**src/source/sdram_mux_pkg.sv**
```systemverilog
// SDRAM slot multiplexer shared types: widths, port tags, request and response words
package sdram_mux_pkg;

    localparam int SDRAM_AW = 22;  // SDRAM word address width
    localparam int SLOT_N   = 4;   // Client ports

    typedef logic [1:0] slot_id_t;

    localparam slot_id_t SLOT_ROM  = 2'd0;
    localparam slot_id_t SLOT_RAM  = 2'd1;
    localparam slot_id_t SLOT_VRAM = 2'd2;
    localparam slot_id_t SLOT_GFX  = 2'd3;

    // One access as it leaves a front
    typedef struct packed {
        logic [SDRAM_AW-1:0] addr;    // Absolute word address
        logic                rnw;
        logic [1:0]          wrmask;  // Active low, one bit per byte
        logic [15:0]         data;
    } slot_req_t;

    // Lo is the word at the address, hi the one after it
    typedef struct packed {
        logic [15:0] hi;
        logic [15:0] lo;
    } half_pair_t;

    // Controller read word, whole for GFX or split for 16-bit ports
    typedef union packed {
        logic [31:0] word;
        half_pair_t  half;
    } sdram_word_u;

    // Completed access, broadcast to every front
    typedef struct packed {
        logic        valid;
        slot_id_t    slot;
        sdram_word_u data;
    } slot_resp_t;

endpackage
```
**src/source/sdram_mux.sv**
```systemverilog
// SDRAM slot multiplexer top: four client fronts, arbiter and controller issuer
`timescale 1ns/1ns

module sdram_mux import sdram_mux_pkg::*; #(
    parameter logic [SDRAM_AW-1:0] ROM_OFFSET  = 22'h00_0000,
    parameter logic [SDRAM_AW-1:0] RAM_OFFSET  = 22'h3A_8000,
    parameter logic [SDRAM_AW-1:0] VRAM_OFFSET = 22'h3B_0000,
    parameter logic [SDRAM_AW-1:0] GFX_OFFSET  = 22'h0A_8000
) (
    input  logic                clk,
    input  logic                rst_n,
    input  logic                vblank,
    input  logic                downloading,
    input  logic                loop_rst,
    // CPU program ROM
    input  logic                rom_cs,
    input  logic [18:0]         rom_addr,
    output logic [15:0]         rom_data,
    output logic                rom_ok,
    // CPU work RAM
    input  logic                ram_cs,
    input  logic [16:0]         ram_addr,
    input  logic                ram_rnw,
    input  logic [15:0]         ram_din,
    input  logic [1:0]          ram_wrmask,
    output logic [15:0]         ram_data,
    output logic                ram_ok,
    // Video RAM reader
    input  logic                vram_cs,
    input  logic [17:0]         vram_addr,
    output logic [15:0]         vram_data,
    output logic                vram_ok,
    // Graphics ROM reader
    input  logic                gfx_cs,
    input  logic [19:0]         gfx_addr,
    output sdram_word_u         gfx_data,
    output logic                gfx_ok,
    // SDRAM controller
    output logic                sdram_req,
    input  logic                sdram_ack,
    output logic [SDRAM_AW-1:0] sdram_addr,
    output logic                sdram_rnw,
    output logic [1:0]          sdram_wrmask,
    output logic [15:0]         data_write,
    input  logic                data_rdy,
    input  sdram_word_u         data_read,
    output logic                refresh_en
);

    logic [SLOT_N-1:0] pending;
    logic [SLOT_N-1:0] grant;
    slot_req_t         reqs [SLOT_N];
    sdram_word_u       rom_word;
    sdram_word_u       ram_word;
    sdram_word_u       vram_word;
    logic              cmd_valid;
    slot_req_t         cmd;
    slot_id_t          cmd_slot;
    logic              busy;
    slot_resp_t        resp;

    // 16-bit ports take the word at their own address
    assign rom_data  = rom_word.half.lo;
    assign ram_data  = ram_word.half.lo;
    assign vram_data = vram_word.half.lo;

    slot_front #(.AW(19), .OFFSET(ROM_OFFSET), .WRITABLE(1'b0), .SLOT(SLOT_ROM)) u_rom (
        .clk      ( clk             ),
        .rst_n    ( rst_n           ),
        .loop_rst ( loop_rst        ),
        .cs       ( rom_cs          ),
        .addr     ( rom_addr        ),
        .rnw      ( 1'b1            ),
        .din      ( 16'h0000        ),
        .wrmask   ( 2'b11           ),
        .grant    ( grant[SLOT_ROM] ),
        .resp     ( resp            ),
        .pending  ( pending[SLOT_ROM] ),
        .req      ( reqs[SLOT_ROM]  ),
        .dout     ( rom_word        ),
        .ok       ( rom_ok          )
    );

    slot_front #(.AW(17), .OFFSET(RAM_OFFSET), .WRITABLE(1'b1), .SLOT(SLOT_RAM)) u_ram (
        .clk      ( clk             ),
        .rst_n    ( rst_n           ),
        .loop_rst ( loop_rst        ),
        .cs       ( ram_cs          ),
        .addr     ( ram_addr        ),
        .rnw      ( ram_rnw         ),
        .din      ( ram_din         ),
        .wrmask   ( ram_wrmask      ),
        .grant    ( grant[SLOT_RAM] ),
        .resp     ( resp            ),
        .pending  ( pending[SLOT_RAM] ),
        .req      ( reqs[SLOT_RAM]  ),
        .dout     ( ram_word        ),
        .ok       ( ram_ok          )
    );

    slot_front #(.AW(18), .OFFSET(VRAM_OFFSET), .WRITABLE(1'b0), .SLOT(SLOT_VRAM)) u_vram (
        .clk      ( clk              ),
        .rst_n    ( rst_n            ),
        .loop_rst ( loop_rst         ),
        .cs       ( vram_cs          ),
        .addr     ( vram_addr        ),
        .rnw      ( 1'b1             ),
        .din      ( 16'h0000         ),
        .wrmask   ( 2'b11            ),
        .grant    ( grant[SLOT_VRAM] ),
        .resp     ( resp             ),
        .pending  ( pending[SLOT_VRAM] ),
        .req      ( reqs[SLOT_VRAM]  ),
        .dout     ( vram_word        ),
        .ok       ( vram_ok          )
    );

    slot_front #(.AW(20), .OFFSET(GFX_OFFSET), .WRITABLE(1'b0), .SLOT(SLOT_GFX)) u_gfx (
        .clk      ( clk             ),
        .rst_n    ( rst_n           ),
        .loop_rst ( loop_rst        ),
        .cs       ( gfx_cs          ),
        .addr     ( gfx_addr        ),
        .rnw      ( 1'b1            ),
        .din      ( 16'h0000        ),
        .wrmask   ( 2'b11           ),
        .grant    ( grant[SLOT_GFX] ),
        .resp     ( resp            ),
        .pending  ( pending[SLOT_GFX] ),
        .req      ( reqs[SLOT_GFX]  ),
        .dout     ( gfx_data        ),
        .ok       ( gfx_ok          )
    );

    slot_arbiter u_arbiter (
        .clk         ( clk         ),
        .rst_n       ( rst_n       ),
        .vblank      ( vblank      ),
        .downloading ( downloading ),
        .pending     ( pending     ),
        .reqs        ( reqs        ),
        .busy        ( busy        ),
        .grant       ( grant       ),
        .cmd_valid   ( cmd_valid   ),
        .cmd         ( cmd         ),
        .cmd_slot    ( cmd_slot    ),
        .refresh_en  ( refresh_en  )
    );

    sdram_issue u_issue (
        .clk          ( clk          ),
        .rst_n        ( rst_n        ),
        .cmd_valid    ( cmd_valid    ),
        .cmd          ( cmd          ),
        .cmd_slot     ( cmd_slot     ),
        .sdram_ack    ( sdram_ack    ),
        .data_rdy     ( data_rdy     ),
        .data_read    ( data_read    ),
        .busy         ( busy         ),
        .resp         ( resp         ),
        .sdram_req    ( sdram_req    ),
        .sdram_addr   ( sdram_addr   ),
        .sdram_rnw    ( sdram_rnw    ),
        .sdram_wrmask ( sdram_wrmask ),
        .data_write   ( data_write   )
    );

endmodule

```
**src/source/sdram_issue.sv**
```systemverilog
// SDRAM issuer: runs the req/ack/data_rdy handshake and returns tagged data
`timescale 1ns/1ns

module sdram_issue import sdram_mux_pkg::*; (
    input  logic                clk,
    input  logic                rst_n,
    input  logic                cmd_valid,
    input  slot_req_t           cmd,
    input  slot_id_t            cmd_slot,
    input  logic                sdram_ack,
    input  logic                data_rdy,
    input  sdram_word_u         data_read,
    output logic                busy,
    output slot_resp_t          resp,
    output logic                sdram_req,
    output logic [SDRAM_AW-1:0] sdram_addr,
    output logic                sdram_rnw,
    output logic [1:0]          sdram_wrmask,
    output logic [15:0]         data_write
);

    typedef enum logic [1:0] {
        IDLE,
        WAIT_ACK,
        WAIT_DATA
    } state_t;

    state_t      state;
    slot_req_t   held;       // Command on the controller pins
    slot_id_t    held_slot;
    logic        resp_valid;
    sdram_word_u resp_data;

    assign busy         = (state != IDLE);
    assign sdram_addr   = held.addr;
    assign sdram_rnw    = held.rnw;
    assign sdram_wrmask = held.wrmask;
    assign data_write   = held.data;

    // held_slot is still valid here, the next command lands a cycle later
    assign resp = '{valid: resp_valid, slot: held_slot, data: resp_data};

    always_ff @(posedge clk or negedge rst_n) begin
        if (!rst_n) begin
            state      <= IDLE;
            sdram_req  <= 1'b0;
            resp_valid <= 1'b0;
        end else begin
            resp_valid <= 1'b0;
            case (state)
                IDLE: begin
                    if (cmd_valid) begin
                        sdram_req <= 1'b1;
                        state     <= WAIT_ACK;
                    end
                end
                WAIT_ACK: begin
                    if (sdram_ack) begin
                        sdram_req <= 1'b0;
                        state     <= WAIT_DATA;
                    end
                end
                WAIT_DATA: begin
                    // data_rdy closes writes too
                    if (data_rdy) begin
                        resp_valid <= 1'b1;
                        state      <= IDLE;
                    end
                end
                default: state <= IDLE;
            endcase
        end
    end

    always_ff @(posedge clk) begin
        if (state == IDLE && cmd_valid) begin
            held      <= cmd;
            held_slot <= cmd_slot;
        end
        if (state == WAIT_DATA && data_rdy) begin
            resp_data <= data_read;
        end
    end

    // Controller sees a steady request until it acknowledges
    a_req_hold: assert property (@(posedge clk) disable iff (!rst_n)
        sdram_req && !sdram_ack |=> sdram_req && $stable(sdram_addr));

    // Arbiter must wait for the previous access to finish
    a_cmd_idle: assert property (@(posedge clk) disable iff (!rst_n)
        cmd_valid |-> !busy);

endmodule

```
**src/source/slot_arbiter.sv**
```systemverilog
// Slot arbiter: fixed priority that reverses in vblank, one command at a time
`timescale 1ns/1ns

module slot_arbiter import sdram_mux_pkg::*; (
    input  logic              clk,
    input  logic              rst_n,
    input  logic              vblank,
    input  logic              downloading,
    input  logic [SLOT_N-1:0] pending,
    input  slot_req_t         reqs [SLOT_N],
    input  logic              busy,
    output logic [SLOT_N-1:0] grant,
    output logic              cmd_valid,
    output slot_req_t         cmd,
    output slot_id_t          cmd_slot,
    output logic              refresh_en
);

    // Active display order, vblank scans it from the other end
    localparam slot_id_t PRIO [SLOT_N] = '{SLOT_VRAM, SLOT_GFX, SLOT_ROM, SLOT_RAM};

    logic     open;
    slot_id_t winner;

    // cmd_valid covers the cycle before busy rises
    assign open       = !busy && !cmd_valid && !downloading;
    assign refresh_en = !busy && !cmd_valid && (pending == '0);

    always_comb begin
        slot_id_t idx;
        logic     found;

        grant  = '0;
        winner = SLOT_ROM;
        found  = 1'b0;
        for (int i = 0; i < SLOT_N; i++) begin
            idx = vblank ? PRIO[SLOT_N-1-i] : PRIO[i];
            if (open && !found && pending[idx]) begin
                grant[idx] = 1'b1;
                winner     = idx;
                found      = 1'b1;
            end
        end
    end

    always_ff @(posedge clk or negedge rst_n) begin
        if (!rst_n) begin
            cmd_valid <= 1'b0;
        end else begin
            cmd_valid <= |grant;  // Single pulse per grant
        end
    end

    always_ff @(posedge clk) begin
        if (|grant) begin
            cmd      <= reqs[winner];
            cmd_slot <= winner;
        end
    end

    a_grant_onehot: assert property (@(posedge clk) disable iff (!rst_n)
        $onehot0(grant));

endmodule

```
**src/source/slot_front.sv**
```systemverilog
// Client port front: adds the base offset, captures requests, caches one read word
`timescale 1ns/1ns

module slot_front import sdram_mux_pkg::*; #(
    parameter int                  AW       = 16,
    parameter logic [SDRAM_AW-1:0] OFFSET   = '0,
    parameter bit                  WRITABLE = 1'b0,
    parameter slot_id_t            SLOT     = SLOT_ROM
) (
    input  logic          clk,
    input  logic          rst_n,
    input  logic          loop_rst,
    input  logic          cs,
    input  logic [AW-1:0] addr,
    input  logic          rnw,
    input  logic [15:0]   din,
    input  logic [1:0]    wrmask,
    input  logic          grant,
    input  slot_resp_t    resp,
    output logic          pending,
    output slot_req_t     req,
    output sdram_word_u   dout,
    output logic          ok
);

    logic [SDRAM_AW-1:0] abs_addr;
    logic [SDRAM_AW-1:0] cache_addr;
    sdram_word_u         cache_data;
    logic                cache_valid;
    logic                inflight;   // Granted, waiting for our tag
    logic                rd;
    logic                hit;
    logic                mine;
    logic                start;

    assign abs_addr = OFFSET + SDRAM_AW'(addr);
    assign rd       = WRITABLE ? rnw : 1'b1;  // Read-only ports never write
    assign hit      = rd && cache_valid && (cache_addr == abs_addr);
    assign mine     = resp.valid && (resp.slot == SLOT) && inflight;
    // Writes always miss, ok high means the client is still moving on
    assign start    = cs && !hit && !pending && !inflight && !ok;
    assign dout     = cache_data;

    always_ff @(posedge clk or negedge rst_n) begin
        if (!rst_n) begin
            pending     <= 1'b0;
            inflight    <= 1'b0;
            cache_valid <= 1'b0;
            ok          <= 1'b0;
        end else begin
            ok <= cs && (hit || mine);  // A write answer gives a single pulse

            if (start) begin
                pending <= 1'b1;
            end else if (grant) begin
                pending <= 1'b0;
            end

            if (grant) begin
                inflight <= 1'b1;
            end else if (mine) begin
                inflight <= 1'b0;
            end

            // A write leaves the cached word unknown
            if (loop_rst || (start && !rd)) begin
                cache_valid <= 1'b0;
            end else if (mine && req.rnw) begin
                cache_valid <= 1'b1;
            end
        end
    end

    always_ff @(posedge clk) begin
        if (start) begin
            req.addr   <= abs_addr;
            req.rnw    <= rd;
            req.wrmask <= WRITABLE ? wrmask : 2'b11;
            req.data   <= din;
        end
        if (mine && req.rnw) begin
            cache_addr <= req.addr;
            cache_data <= resp.data;
        end
    end

    // ok only closes an access with nothing of it left under way
    a_ok_ends_access: assert property (@(posedge clk) disable iff (!rst_n)
        ok |-> !pending && !inflight);

    // Arbiter only grants a front that is waiting
    a_grant_pending: assert property (@(posedge clk) disable iff (!rst_n)
        grant |-> pending && !inflight);

endmodule

```
**config.mk**
```make
export PLATFORM = sky130hd
export DESIGN_NAME = sdram_mux
export DESIGN_NICKNAME = d
export VERILOG_FILES = /design/src/source/sdram_mux_pkg.sv /design/src/source/sdram_mux.sv /design/src/source/sdram_issue.sv /design/src/source/slot_arbiter.sv /design/src/source/slot_front.sv
export SDC_FILE = /design/constraint.sdc
export NUM_CORES = 1
export LEC_CHECK = 0
export CORE_MARGIN = 4
export CORE_UTILIZATION = 55
export CTS_BUF_LIST = sky130_fd_sc_hd__clkbuf_8
export CTS_CLUSTER_SIZE = 12
export DETAILED_ROUTE_END_ITERATION = 8
export DONT_BUFFER_PORTS = 1
export GPL_ROUTABILITY_DRIVEN = 0
export PLACE_DENSITY = 0.7
export SLEW_MARGIN = 20
export SYNTH_ARGS = -nofsm -noshare
export SYNTH_HDL_FRONTEND = slang
export SYNTH_HIERARCHICAL = 1
export SYNTH_SLANG_ARGS = --single-unit
export TNS_END_PERCENT = 1
```
**constraint.sdc**
```tcl
create_clock -name clk -period 7.4 [get_ports clk]
set_input_delay 1.11 -clock clk [delete_from_list [all_inputs] [get_ports clk]]
set_output_delay 1.11 -clock clk [all_outputs]
set_load 0.01 [all_outputs]
```
[Word level (Yosys, flattened, before mapping)]
Cells that the tools add are included.
Operators by class
  $add $sub $neg: 3
  multiply operators: 0
  div/mod/pow operators: 0
  $lt $le $gt $ge: 9
  eq/ne operators: 12
  shift operators: 0
  multiplexer cells: 67
  bitwise operators: 4
  reduce and logical (&&, ||, !) cells: 99
Operator list (count)
  $bmux 41 s2: 1
  $mux 41: 2
  $eq 22x22->1: 3
  $logic_and 1x1->1: 51
  $mux 1: 39
  $reduce_bool 2->1: 14
  $logic_not 1->1: 23
  $mux 2: 11
  $add 20x18->21 const A: 1
  $add 20x19->21 const A: 1
  $add 20x20->21 const A: 1
  $eq 19x19->1: 1
  $mux 4: 4
  $lt 2x3->1 const B: 4
  $or 4x4->4: 3
  $bmux 1 s2: 4
  $demux 1 s2: 4
  $ge 2x1->1 const B: 4
  $eq 2x2->1 const B: 3
  $ne 2x2->1 const B: 3
  $pmux 2 s3: 1
  $reduce_and 3->1: 2
  $logic_or 1x1->1: 5
  $eq 2x1->1 const B: 2
  6 further kinds: 7
Word-level totals
  register bits: 408
  latch bits: 0
  RAM bits: 0
  ROM bits: 0
  input bits: 136
  output and inout bits: 127
  word-level logic and storage cells: 240
  memories: 0

[Logic depth before layout (Yosys ltp)]
Gate-level depths: netlist of the first run.
  word-level depth: 22
  gate-level depth with buffers: 8
  gate-level depth less buffers: 6

[Cells and area by module]
The synthesis of the first run kept the hierarchy.
By module, submodules not included
  slot_front at u_gfx: instances 1, cells each 158, area an instance 3246.9 um^2, seq. area each 2802.7 um^2
  slot_front at u_ram: instances 1, cells each 141, area an instance 3174.3 um^2, seq. area each 2772.7 um^2
  slot_front at u_vram: instances 1, cells each 142, area an instance 3061.7 um^2, seq. area each 2682.6 um^2
  slot_front at u_rom: instances 1, cells each 138, area an instance 3036.7 um^2, seq. area each 2682.6 um^2
  slot_arbiter: instances 1, cells each 201, area an instance 2897.8 um^2, seq. area each 1316.3 um^2
  sdram_issue: instances 1, cells each 93, area an instance 2427.3 um^2, seq. area each 2352.3 um^2
  sdram_mux: instances 1, cells each 2, area an instance 7.5 um^2, seq. area each 0.0 um^2

[Worst setup path after synthesis of the first run]
Ideal clock, no wire load.
  path type: input to register
  start: input port vram_addr[16]
  end: register u_vram/req[0] (netlist name)
  arrival time: 4.348 ns
  required time: 6.919 ns
  setup slack: 2.571 ns
  stages on the path: 6
  path buffers: 0
  cell sequence: inv_1 ha_1 xor2_1 nand4_1 nor2_1 a21boi_0
RTL lines
  start, declared: RTL line sdram_mux.sv:30  | input logic [17:0] vram_addr,

[Worst setup path in the final report of the first run]
  start: register u_issue.state[0]
  end: register u_arbiter/cmd[27] (netlist name)
On the way
  longest elaborated chain between the ends: 22
Ends and longest elaborated chain
  start, declared: RTL line sdram_issue.sv:28  | state_t state;
  start signal, assigned: RTL line sdram_issue.sv:45  | state <= IDLE;
  start signal, assigned: RTL line sdram_issue.sv:54  | state <= WAIT_ACK;
  start signal, assigned: RTL line sdram_issue.sv:60  | state <= WAIT_DATA;
  $reduce_bool 2->1 *: RTL line sdram_issue.sv:34  | assign busy = (state != IDLE);
  via busy: RTL line sdram_mux.sv:59  | logic busy;
  $logic_not 1->1 *: RTL line slot_arbiter.sv:26  | assign open = !busy && !cmd_valid && !downloading;
  $logic_and 1x1->1 * (2 in series): RTL line slot_arbiter.sv:26
  $logic_and 1x1->1: RTL line slot_arbiter.sv:38  | if (open && !found && pending[idx]) begin
  $mux 1: RTL line slot_arbiter.sv:38
  $logic_not 1->1: RTL line slot_arbiter.sv:38
  $logic_and 1x1->1 (2 in series): RTL line slot_arbiter.sv:38
  [... 2 more ...]
  $logic_and 1x1->1 (2 in series): RTL line slot_arbiter.sv:38
  $mux 1: RTL line slot_arbiter.sv:38
  $logic_not 1->1: RTL line slot_arbiter.sv:38
  $logic_and 1x1->1 (2 in series): RTL line slot_arbiter.sv:38
  $mux 2 *: RTL line slot_arbiter.sv:38
  $not 2->3 (not written as such) *: RTL line slot_arbiter.sv:56  | cmd <= reqs[winner];
  $bmux 41 s2 *: RTL line slot_arbiter.sv:56
  $mux 41 (not written as such) * (2 in series): RTL line slot_arbiter.sv:56
The timed path passes the listed nets; every way through them passes the cells marked *. The select of a mux whose other input is x is not followed.
A chain may end at the register's enable or synchronous reset.

==> run summary, run 1 <==
Outcome = completed
Clock Path Buffers = 3
Post-Synthesis Cells = 826
IO Pins = 263
Most used cell along the critical path = mux2i_1
WL final = 33,300 um
Instance count on the critical path = 6
First-pass GRT wire length = 49,300 um
# setup viols final = 0
Arrival time at the worst endpoint = 3.49 ns
CP Capture Type = flip-flop
Chip width = 181 um
Vias = 7,423
Initial Utilization = 56.4%
Final setup TNS = 0 ns
DRC viols = 0
Clock latency at the later pin of the worst-skew pair = 0.58 ns
Worst path cell trace = or2_1 -> nor3_4 -> and3_4 -> buf_6 -> mux2i_1 -> mux2i_1
Layout area overhead = 11.8%
Synth warn = 6
Pre-antenna DRT Iters = 5
Fillers = 2,030
Number of global-route vias before repair = 7,963
Max cap viols = 0
CP required = 7.68 ns
Top delay family on crit path = simple AND/OR/NAND/NOR gates
Largest net degree at the start of global routing = 65
Slew margin rel. = 32.2%
Fin nets = 1,076
Crit start category = flip-flop
GR Util All Layers = 20.3%
Worst Clk Skew = 0.0253 ns
Final core occ = 63.0%
Critical path fanouts, max = 64
Minimum clock period = 3.20 ns
Initial antenna violation count = 1
Register clock-pin slew on the reported worst setup and hold paths = 0.06 ns
FMAX = 312 MHz
Mapped Area = 0.0164 mm2
CP Buf/Inv Count = 1
DRT iter0 DRCs = 471
ANT cells = 0
Gr ovfl total = 0
Final-report hold violation count = 0
TritonCTS buffer count = 72
Clk sinks = 442
Post-route ant nets = 0
Worst setup path class = flip-flop to flip-flop
Power per Cell Area = 326 mW/mm2
Slew Limit Fails = 0
Vias per cell = 5.38
I/O Buffers = 0
Hold Buf Count CTS = 0
Share of layout cells above drive strength 1 = 13.9%
Die H = 181 um
Pleak = 6.00 nW
Detail Placement HPWL = 21,400 um
CORE AREA = 0.0291 mm2
CTS tree = built
Die area = 0.0327 mm2
Min-Delay Path Class = input pin to asynchronous set/reset pin
Avg Inst Size Synth = 19.9 um2
Drt wl/cell = 24.1 um
CTS root buf = clkbuf_8
IR drop worst, VDD = 191 uV
Slew @ Worst Pin = 1.02 ns
FF-to-FF path depth = 6
Tot Pwr = 0.00598 W
Max incr delay on CP = 0.65 ns
Post-CTS setup buffers = 0
CP max-delay cell = buf_6
H-tree depth = 3
CTS resizes = 0
Fin crit share = 43.3%
Placement Rows = 62
RSZ-0062 raised after global routing = false
[worst register-to-register path: stages (launching register included)]
cell     delay, ns
dfrtp_1       0.47
or2_1         0.33
nor3_4        0.25
and3_4        0.49
buf_6         0.67
mux2i_1       0.58
mux2i_1       0.13
[layout by cell type, fill, tap and decap left out, types with 4 or more instances in the layout]
master and n:
edfxtp_1 421, mux2i_1 124, clkbuf_8 76, conb_1 67, xnor2_1 58, inv_1 29, clkinv_1 23, dfrtp_1 21
xor2_1 18, nand4_1 15, nor2_1 13, clkinv_2 10, buf_4 10, o21ai_0 8, nand2_1 6, a21oi_1 6
nand3_1 5, bufinv_16 4, nand2b_1 4, a21o_1 4, o31ai_1 4
[registers in the layout (all words and copies together) (netlist names), 19 cells and up]
signal              cells
u_gfx/dout             32
u_rom/cache_addr       19
u_ram/req              38
u_gfx/cache_addr       21
u_vram/req             35
u_ram/cache_addr       19
u_arbiter/cmd          41
u_vram/cache_addr      19
u_rom/req              35
u_issue/sdram_addr     22
u_issue/resp_data      32
u_gfx/req              37
[report_power, final]
group,switching [W],internal [W],total [W]
Combinational,0.000400,0.000215,0.000615
Sequential,0.000177,0.00316,0.00333
Clock,0.000931,0.00110,0.00203
Total,0.00151,0.00447,0.00598
[layer usage]
metal | track usage [%] | wire length (um) | share of wire [%]
met1 | 24.8 | 12800 | 38
met2 | 31.8 | 15800 | 47
met3 | 10.8 | 4200 | 13
met4 | 5.57 | 512 | 1.5
met5 | 0 | 7 | 0.021
[final cells by class]
cell class,count,area [um2],share of cell area (%)
flip-flops and latches,442,13200,71.8
multi-input cells,395,3140,17.1
clock buffers,76,1050,5.70
well taps,384,480,2.62
clock inverters,57,360,1.97
repair buffers,11,86.3,0.471
inverters,15,56.3,0.307
[final timing paths]
check / start / slack [ns] / to
worst min register to register: u_arbiter/cmd_slot[0] / 0.41 / u_issue/held_slot[0]
worst max-delay path: u_issue/state[0] / 4.20 / u_arbiter/cmd[27]
worst max register to register: u_issue/state[0] / 4.20 / u_arbiter/cmd[27]
max in group asynchronous: rst_n / 7.07 / u_rom/ok
worst min-delay path: rst_n / 0.23 / u_ram/ok
min in group clk: u_arbiter/cmd_slot[0] / 0.41 / u_issue/held_slot[0]
[stage by stage]
stage                     worst slack (ns)  instance area [um2]  hold WS (ns)  cells
after global routing                  4.07                18300         0.183   1380
final                                 4.20                18300         0.226   1380
after floorplan                       2.57                16600         0.400    886
after CTS                             3.98                18300         0.186   1380
after global placement                3.69                16900         0.400   1247
after detailed placement              3.62                16900         0.405   1247
(Power assumes the default switching activity.)
==> run 2: changes to the inputs <==
--- a/config.mk
+++ b/config.mk
@@ -12,7 +12,7 @@
 export DETAILED_ROUTE_END_ITERATION = 8
 export DONT_BUFFER_PORTS = 1
 export GPL_ROUTABILITY_DRIVEN = 0
-export PLACE_DENSITY = 0.7
+export PLACE_DENSITY = 0.73
 export SLEW_MARGIN = 20
 export SYNTH_ARGS = -nofsm -noshare
 export SYNTH_HDL_FRONTEND = slang
==> constraint.sdc (replaced) <==
create_clock -name clk -period 2.6 [get_ports clk]
set_input_delay 0.39 -clock clk [delete_from_list [all_inputs] [get_ports clk]]
set_output_delay 0.39 -clock clk [all_outputs]
set_load 0.01 [all_outputs]
==> run 2 against run 1 <==
Effect of this change: combinational power rose to 3.6 times the previous value; worst hold slack worse by 0.18 ns; wire length up 12%; flip-flop and latch count unchanged; fmax up 28%; non-clock buffer count up 150; register-to-register slack worse by 4.1 ns; first-iteration DRC count up 20%; via count up 9.9%; core utilization up 5.0 points; largest power group unchanged.
==> run summary, run 2 (same netlist as run 1, synthesis figures left out) <==
Outcome = completed
Initial Utilization = 56.4%
Pleak = 6.63 nW
Final-report hold violation count = 0
FF/Latch Area = 0.0132 mm2
Cell count after placement = 1,264
Vias per cell = 5.37
Drt wl/cell = 24.5 um
Reg-to-Reg End = u_arbiter/cmd[27]
Slew Limit Fails = 0
First-pass GRT wire length = 55,500 um
Number of global-route vias before repair = 8,945
GR Util All Layers = 22.7%
Hold_ws = 0.0468 ns
Most flop-heavy register = u_arbiter/cmd
FMAX = 399 MHz
Hold Path Cell Cnt = 2
Detail Placement HPWL = 22,200 um
Most used cell along the critical path = mux2i_1
Layout area overhead = 20.6%
Worst setup path class = flip-flop to flip-flop
Slew margin rel. = 58.7%
TritonCTS buffer count = 69
Area of the multi-input gates = 0.00315 mm2
Max cap viols = 0
Gr ovfl total = 0
Die H = 181 um
Clock latency at the later pin of the worst-skew pair = 0.58 ns
ANT cells = 0
Wl on met1 = 14,200 um
FF-to-FF path depth = 6
Max reg flops = 41
Min-Delay Path Class = input pin to flip-flop
Max incr delay on CP = 0.47 ns
Clk sinks = 442
IR drop worst, VDD = 503 uV
Worst R2R Setup Slack = 0.09 ns
DRC viols = 0
Clock Path Buffers = 3
CP Capture Type = flip-flop
CP max-delay cell = dfrtp_1
Post-route ant nets = 0
Fin nets = 1,223
Worst path cell trace = or2_1 -> nor3_4 -> and3_4 -> buf_12 -> mux2i_1 -> mux2i_1
DRT iter0 DRCs = 566
Power per Cell Area = 856 mW/mm2
Pre-antenna DRT Iters = 5
WL met2 = 18,000 um
Vias = 8,158
RSZ-0062 raised after global routing = false
Crit start category = flip-flop
Minimum clock period = 2.51 ns
Die area = 0.0327 mm2
Post-CTS setup buffers = 0
CTS tree = built
Placement Rows = 62
Largest regs = u_arbiter/cmd (41), u_ram/req (38), u_gfx/req (37)
WL final = 37,200 um
Share of layout cells above drive strength 1 = 12.7%
R2r startpoint = u_issue/state[0]
Slew @ Worst Pin = 0.619 ns
Fin crit share = 96.4%
CTS root buf = clkbuf_8
H-tree depth = 3
Fin cells = 1,518
Hold Path End = u_vram/ok
CP required = 2.91 ns
Commonest non-fill, non-tap cell in the layout = edfxtp_1
Arrival time at the worst endpoint = 2.81 ns
# setup viols final = 0
CORE AREA = 0.0291 mm2
Critical path fanouts, max = 27
Chip width = 181 um
Met3 routed WL = 4150 um
Initial antenna violation count = 0
Register clock-pin slew on the reported worst setup and hold paths = 0.06 ns
IO Pins = 263
Largest net degree at the start of global routing = 45
Top Metal Used = met4
Fillers = 1,883
Hold_sp = vram_cs
Worst Clk Skew = 0.0339 ns
Most frequent cells in the layout = edfxtp_1, dlygate4sd3_1, mux2i_1
I/O Buffers = 0
[run 2: cell types whose count changed in the layout (fill, tap and decap cells not counted), moves of 2 or more]
cell,delta
clkbuf_8,-2
buf_12,+15
bufinv_16,-4
clkinv_2,-7
buf_4,+4
inv_1,+9
clkinv_1,-7
dlygate4sd3_1,+131
[run 2: metrics by stage]
stage	utilization, %	power, W	instance area [um2]	TNS [ns]	setup slack [ns]
CTS	67.9	0.0170	19800	0	0.171
global placement	59.2	0.0115	17200	-3.28	-0.0951
detailed placement	59.2	0.0116	17200	-6.77	-0.189
global route	68.0	0.0177	19800	0	0.00547
floorplan	-	0.0109	16600	-120.35	-0.757
finish	68.0	0.0169	19800	0	0.0931
[run 2: worst max-delay path by stage]
stage / from / to / slack [ns] / cells after the start
CTS: u_issue/state[0] / u_arbiter/cmd[32] / 0.17 / 7
floorplan: gfx_addr[15] / u_gfx/req[0] / -0.76 / 6
finish: u_issue/state[0] / u_arbiter/cmd[27] / 0.09 / 6
global placement: gfx_addr[15] / u_gfx/req[11] / -0.1 / 7
detailed placement: gfx_addr[15] / u_gfx/req[0] / -0.19 / 8
global route: u_issue/state[0] / u_arbiter/cmd[4] / 0.005 / 7
[run 2: worst max-delay path: cells and delay by family (launching register included)]
kind / cells / cell delay, ns
buffers and inverters: 1 / 0.25
flip-flops: 1 / 0.47
multiplexers: 2 / 0.53
AND/OR/NAND/NOR: 3 / 0.97
[run 2: final cells by class]
type                    count  area share (%)
well taps                 384            2.43
repair buffers            161            8.70
flip-flops and latches    442            66.5
inverters                  15           0.284
clock inverters            47            1.02
multi-input cells         395            15.9
clock buffers              74            5.15
[run 2: routing by layer]
layer | vias to the layer above | global-route usage (%)
met5 | - | 0
met4 | 0 | 6.26
met3 | 64 | 9.31
met2 | 429 | 36.6
met1 | 4058 | 28.8
li1 | 3607 | -
[run 2: timing repair]
item / CTS / global route
resized for setup: 1 / 0
hold buffers: 131 / 1
setup endpoints to repair: 2 / 0
endpoints found under the hold margin: 153 / 21
[run 2: power by group]
part	switching, W	internal (W)
Combinational	0.00129	0.000946
Sequential	0.000488	0.00897
Clock	0.00261	0.00263
==> run 3: changes to the inputs <==
--- a/config.mk
+++ b/config.mk
@@ -12,7 +12,7 @@
 export DETAILED_ROUTE_END_ITERATION = 8
 export DONT_BUFFER_PORTS = 1
 export GPL_ROUTABILITY_DRIVEN = 0
-export PLACE_DENSITY = 0.73
+export PLACE_DENSITY = 0.81
 export SLEW_MARGIN = 20
 export SYNTH_ARGS = -nofsm -noshare
 export SYNTH_HDL_FRONTEND = slang
==> run 3 against run 2 <==
Effect of this change: wire length fell by 0.31%; via count barely moved; total power rose by 0.85%; first-iteration DRC count rose by 32%; flip-flop and latch count did not move; non-clock buffer count fell by 6; final cell count barely moved; combinational power fell by 3%; design area fell by 0.12%; clock-buffer cell count fell by 3; clock skew fell by 0.0095 ns; sequential power barely moved; largest cell class unchanged.
==> run summary, run 3 (same netlist as run 1, synthesis figures left out) <==
GR Util All Layers = 22.6%
DRC viols = 0
WL final = 37,100 um
Drt wl/cell = 24.5 um
Initial Utilization = 56.4%
First-pass GRT wire length = 55,000 um
Die area = 0.0327 mm2
Gr ovfl total = 0
Final setup margin = 0.118 ns
Slew Limit Fails = 0
Initial antenna violation count = 0
Placement Rows = 62
Max cap viols = 0
Outcome = completed
Minimum clock period = 2.48 ns
Slew @ Worst Pin = 0.578 ns
IO Pins = 263
Final core occ = 68.0%
Largest net degree at the start of global routing = 56
Post-route ant nets = 0
Slew margin rel. = 61.5%
Hold_ws = 0.0321 ns
Layout area overhead = 20.5%
Max reg flops = 41
Fin nets = 1,217
Final-report hold violation count = 0
CP required = 2.89 ns
CORE AREA = 0.0291 mm2
RSZ-0062 raised after global routing = false
Register clock-pin slew on the reported worst setup and hold paths = 0.06 ns
Arrival time at the worst endpoint = 2.77 ns
Setup WS pre-CTS = -0.194 ns
CTS tree = built
Vias = 8,151
Power per Cell Area = 864 mW/mm2
Pre-antenna DRT Iters = 5
Fillers = 1,912
TritonCTS buffer count = 69
Detail Placement HPWL = 22,500 um
CTS root buf = clkbuf_8
Number of global-route vias before repair = 8,890
Share of layout cells above drive strength 1 = 13.2%
Post-CTS setup buffers = 0
Worst setup path class = flip-flop to flip-flop
Crit start category = flip-flop
Commonest non-fill, non-tap cell in the layout = edfxtp_1
Clk sinks = 442
Clock latency at the later pin of the worst-skew pair = 0.58 ns
I/O Buffers = 0
Chip width = 181 um
Clock Path Buffers = 3
Final setup TNS = 0 ns
Min-Delay Path Class = input pin to flip-flop
# setup viols final = 0
Fin crit share = 95.5%
Pleak = 6.63 nW
H-tree depth = 3
FMAX = 403 MHz
Critical path fanouts, max = 23
Die H = 181 um
Largest regs = u_arbiter/cmd (41), u_ram/req (38), u_gfx/req (37)
CP Capture Type = flip-flop
DRT iter0 DRCs = 748
IR drop worst, VDD = 451 uV
Most flop-heavy register = u_arbiter/cmd
Most frequent cells in the layout = edfxtp_1, dlygate4sd3_1, mux2i_1
Worst Clk Skew = 0.0244 ns
Vias per cell = 5.37
==> run 3: cell count changes in the layout (fill, tap and decap cells not counted), moves of 2 or more <==
| cell | delta |
|---|---|
| buf_12 | -3 |
| buf_4 | -2 |
| inv_6 | +4 |
| clkinvlp_4 | -2 |
| clkinv_2 | +9 |
| bufinv_16 | +2 |
| clkinv_1 | -5 |
| clkbuf_8 | -3 |
==> run 3: final timing paths <==
| kind | start | to | slack [ns] | depth (start not counted) |
|---|---|---|---|---|
| min | vram_cs | u_vram/ok | 0.03 | 2 |
| max in group asynchronous | rst_n | u_arbiter/cmd_valid | 1.89 | 2 |
| min in group asynchronous | rst_n | u_issue/state[0] | 0.34 | 2 |
| max | u_issue/state[0] | u_arbiter/cmd[21] | 0.12 | 6 |
| max reg2reg | u_issue/state[0] | u_arbiter/cmd[21] | 0.12 | 6 |
| min reg2reg | u_arbiter/cmd[35] | u_issue/sdram_addr[16] | 0.40 | 0 |
==> run 3: area by class of cell <==
cell class / instances / area (um2) / area share (%)
diodes: 1 / 2.50 / 0.0127
clock buffers: 71 / 977 / 4.94
clock inverters: 54 / 304 / 1.54
inverters: 15 / 56.3 / 0.285
multi-input cells: 395 / 3140 / 15.9
flip-flops and latches: 442 / 13200 / 66.6
well taps: 384 / 480 / 2.43
repair buffers: 155 / 1640 / 8.28
==> run 3: routing by layer <==
metal	vias up	wire length (um)	global-route usage, %
met2	394	17800	35.9
li1	3622	-	-
met4	0	1190	8.08
met5	-	0	0
met3	77	4050	9.09
met1	4058	14100	28.6
==> run 3: worst max-delay path: stages (launching register included) <==
cell	delay [ns]
dfrtp_1	0.46
or2_1	0.33
nor3_4	0.26
and3_4	0.29
buf_12	0.23
mux2i_1	0.46
mux2i_1	0.16
==> run 3: through the flow <==
| stage | instance area, um2 | total power (W) | cells |
|---|---|---|---|
| detailed placement | 17200 | 0.0116 | 1259 |
| CTS | 19700 | 0.0172 | 1514 |
| floorplan | 16600 | 0.0109 | 886 |
| global route | 19800 | 0.0178 | 1516 |
| global placement | 17200 | 0.0115 | 1259 |
| finish | 19800 | 0.0171 | 1517 |
==> run 3: power breakdown <==
part / leakage, nW / switching [W] / internal [W]
Combinational: 1.80 / 0.00129 / 0.000888
Sequential: 4.08 / 0.000496 / 0.00897
Clock: 0.747 / 0.00265 / 0.00278
==> run 3: what timing repair did <==
action	CTS	global route
gates resized for setup	0	1
endpoints found under the setup margin	0	1
hold endpoints to repair	153	21
hold buffers	130	1
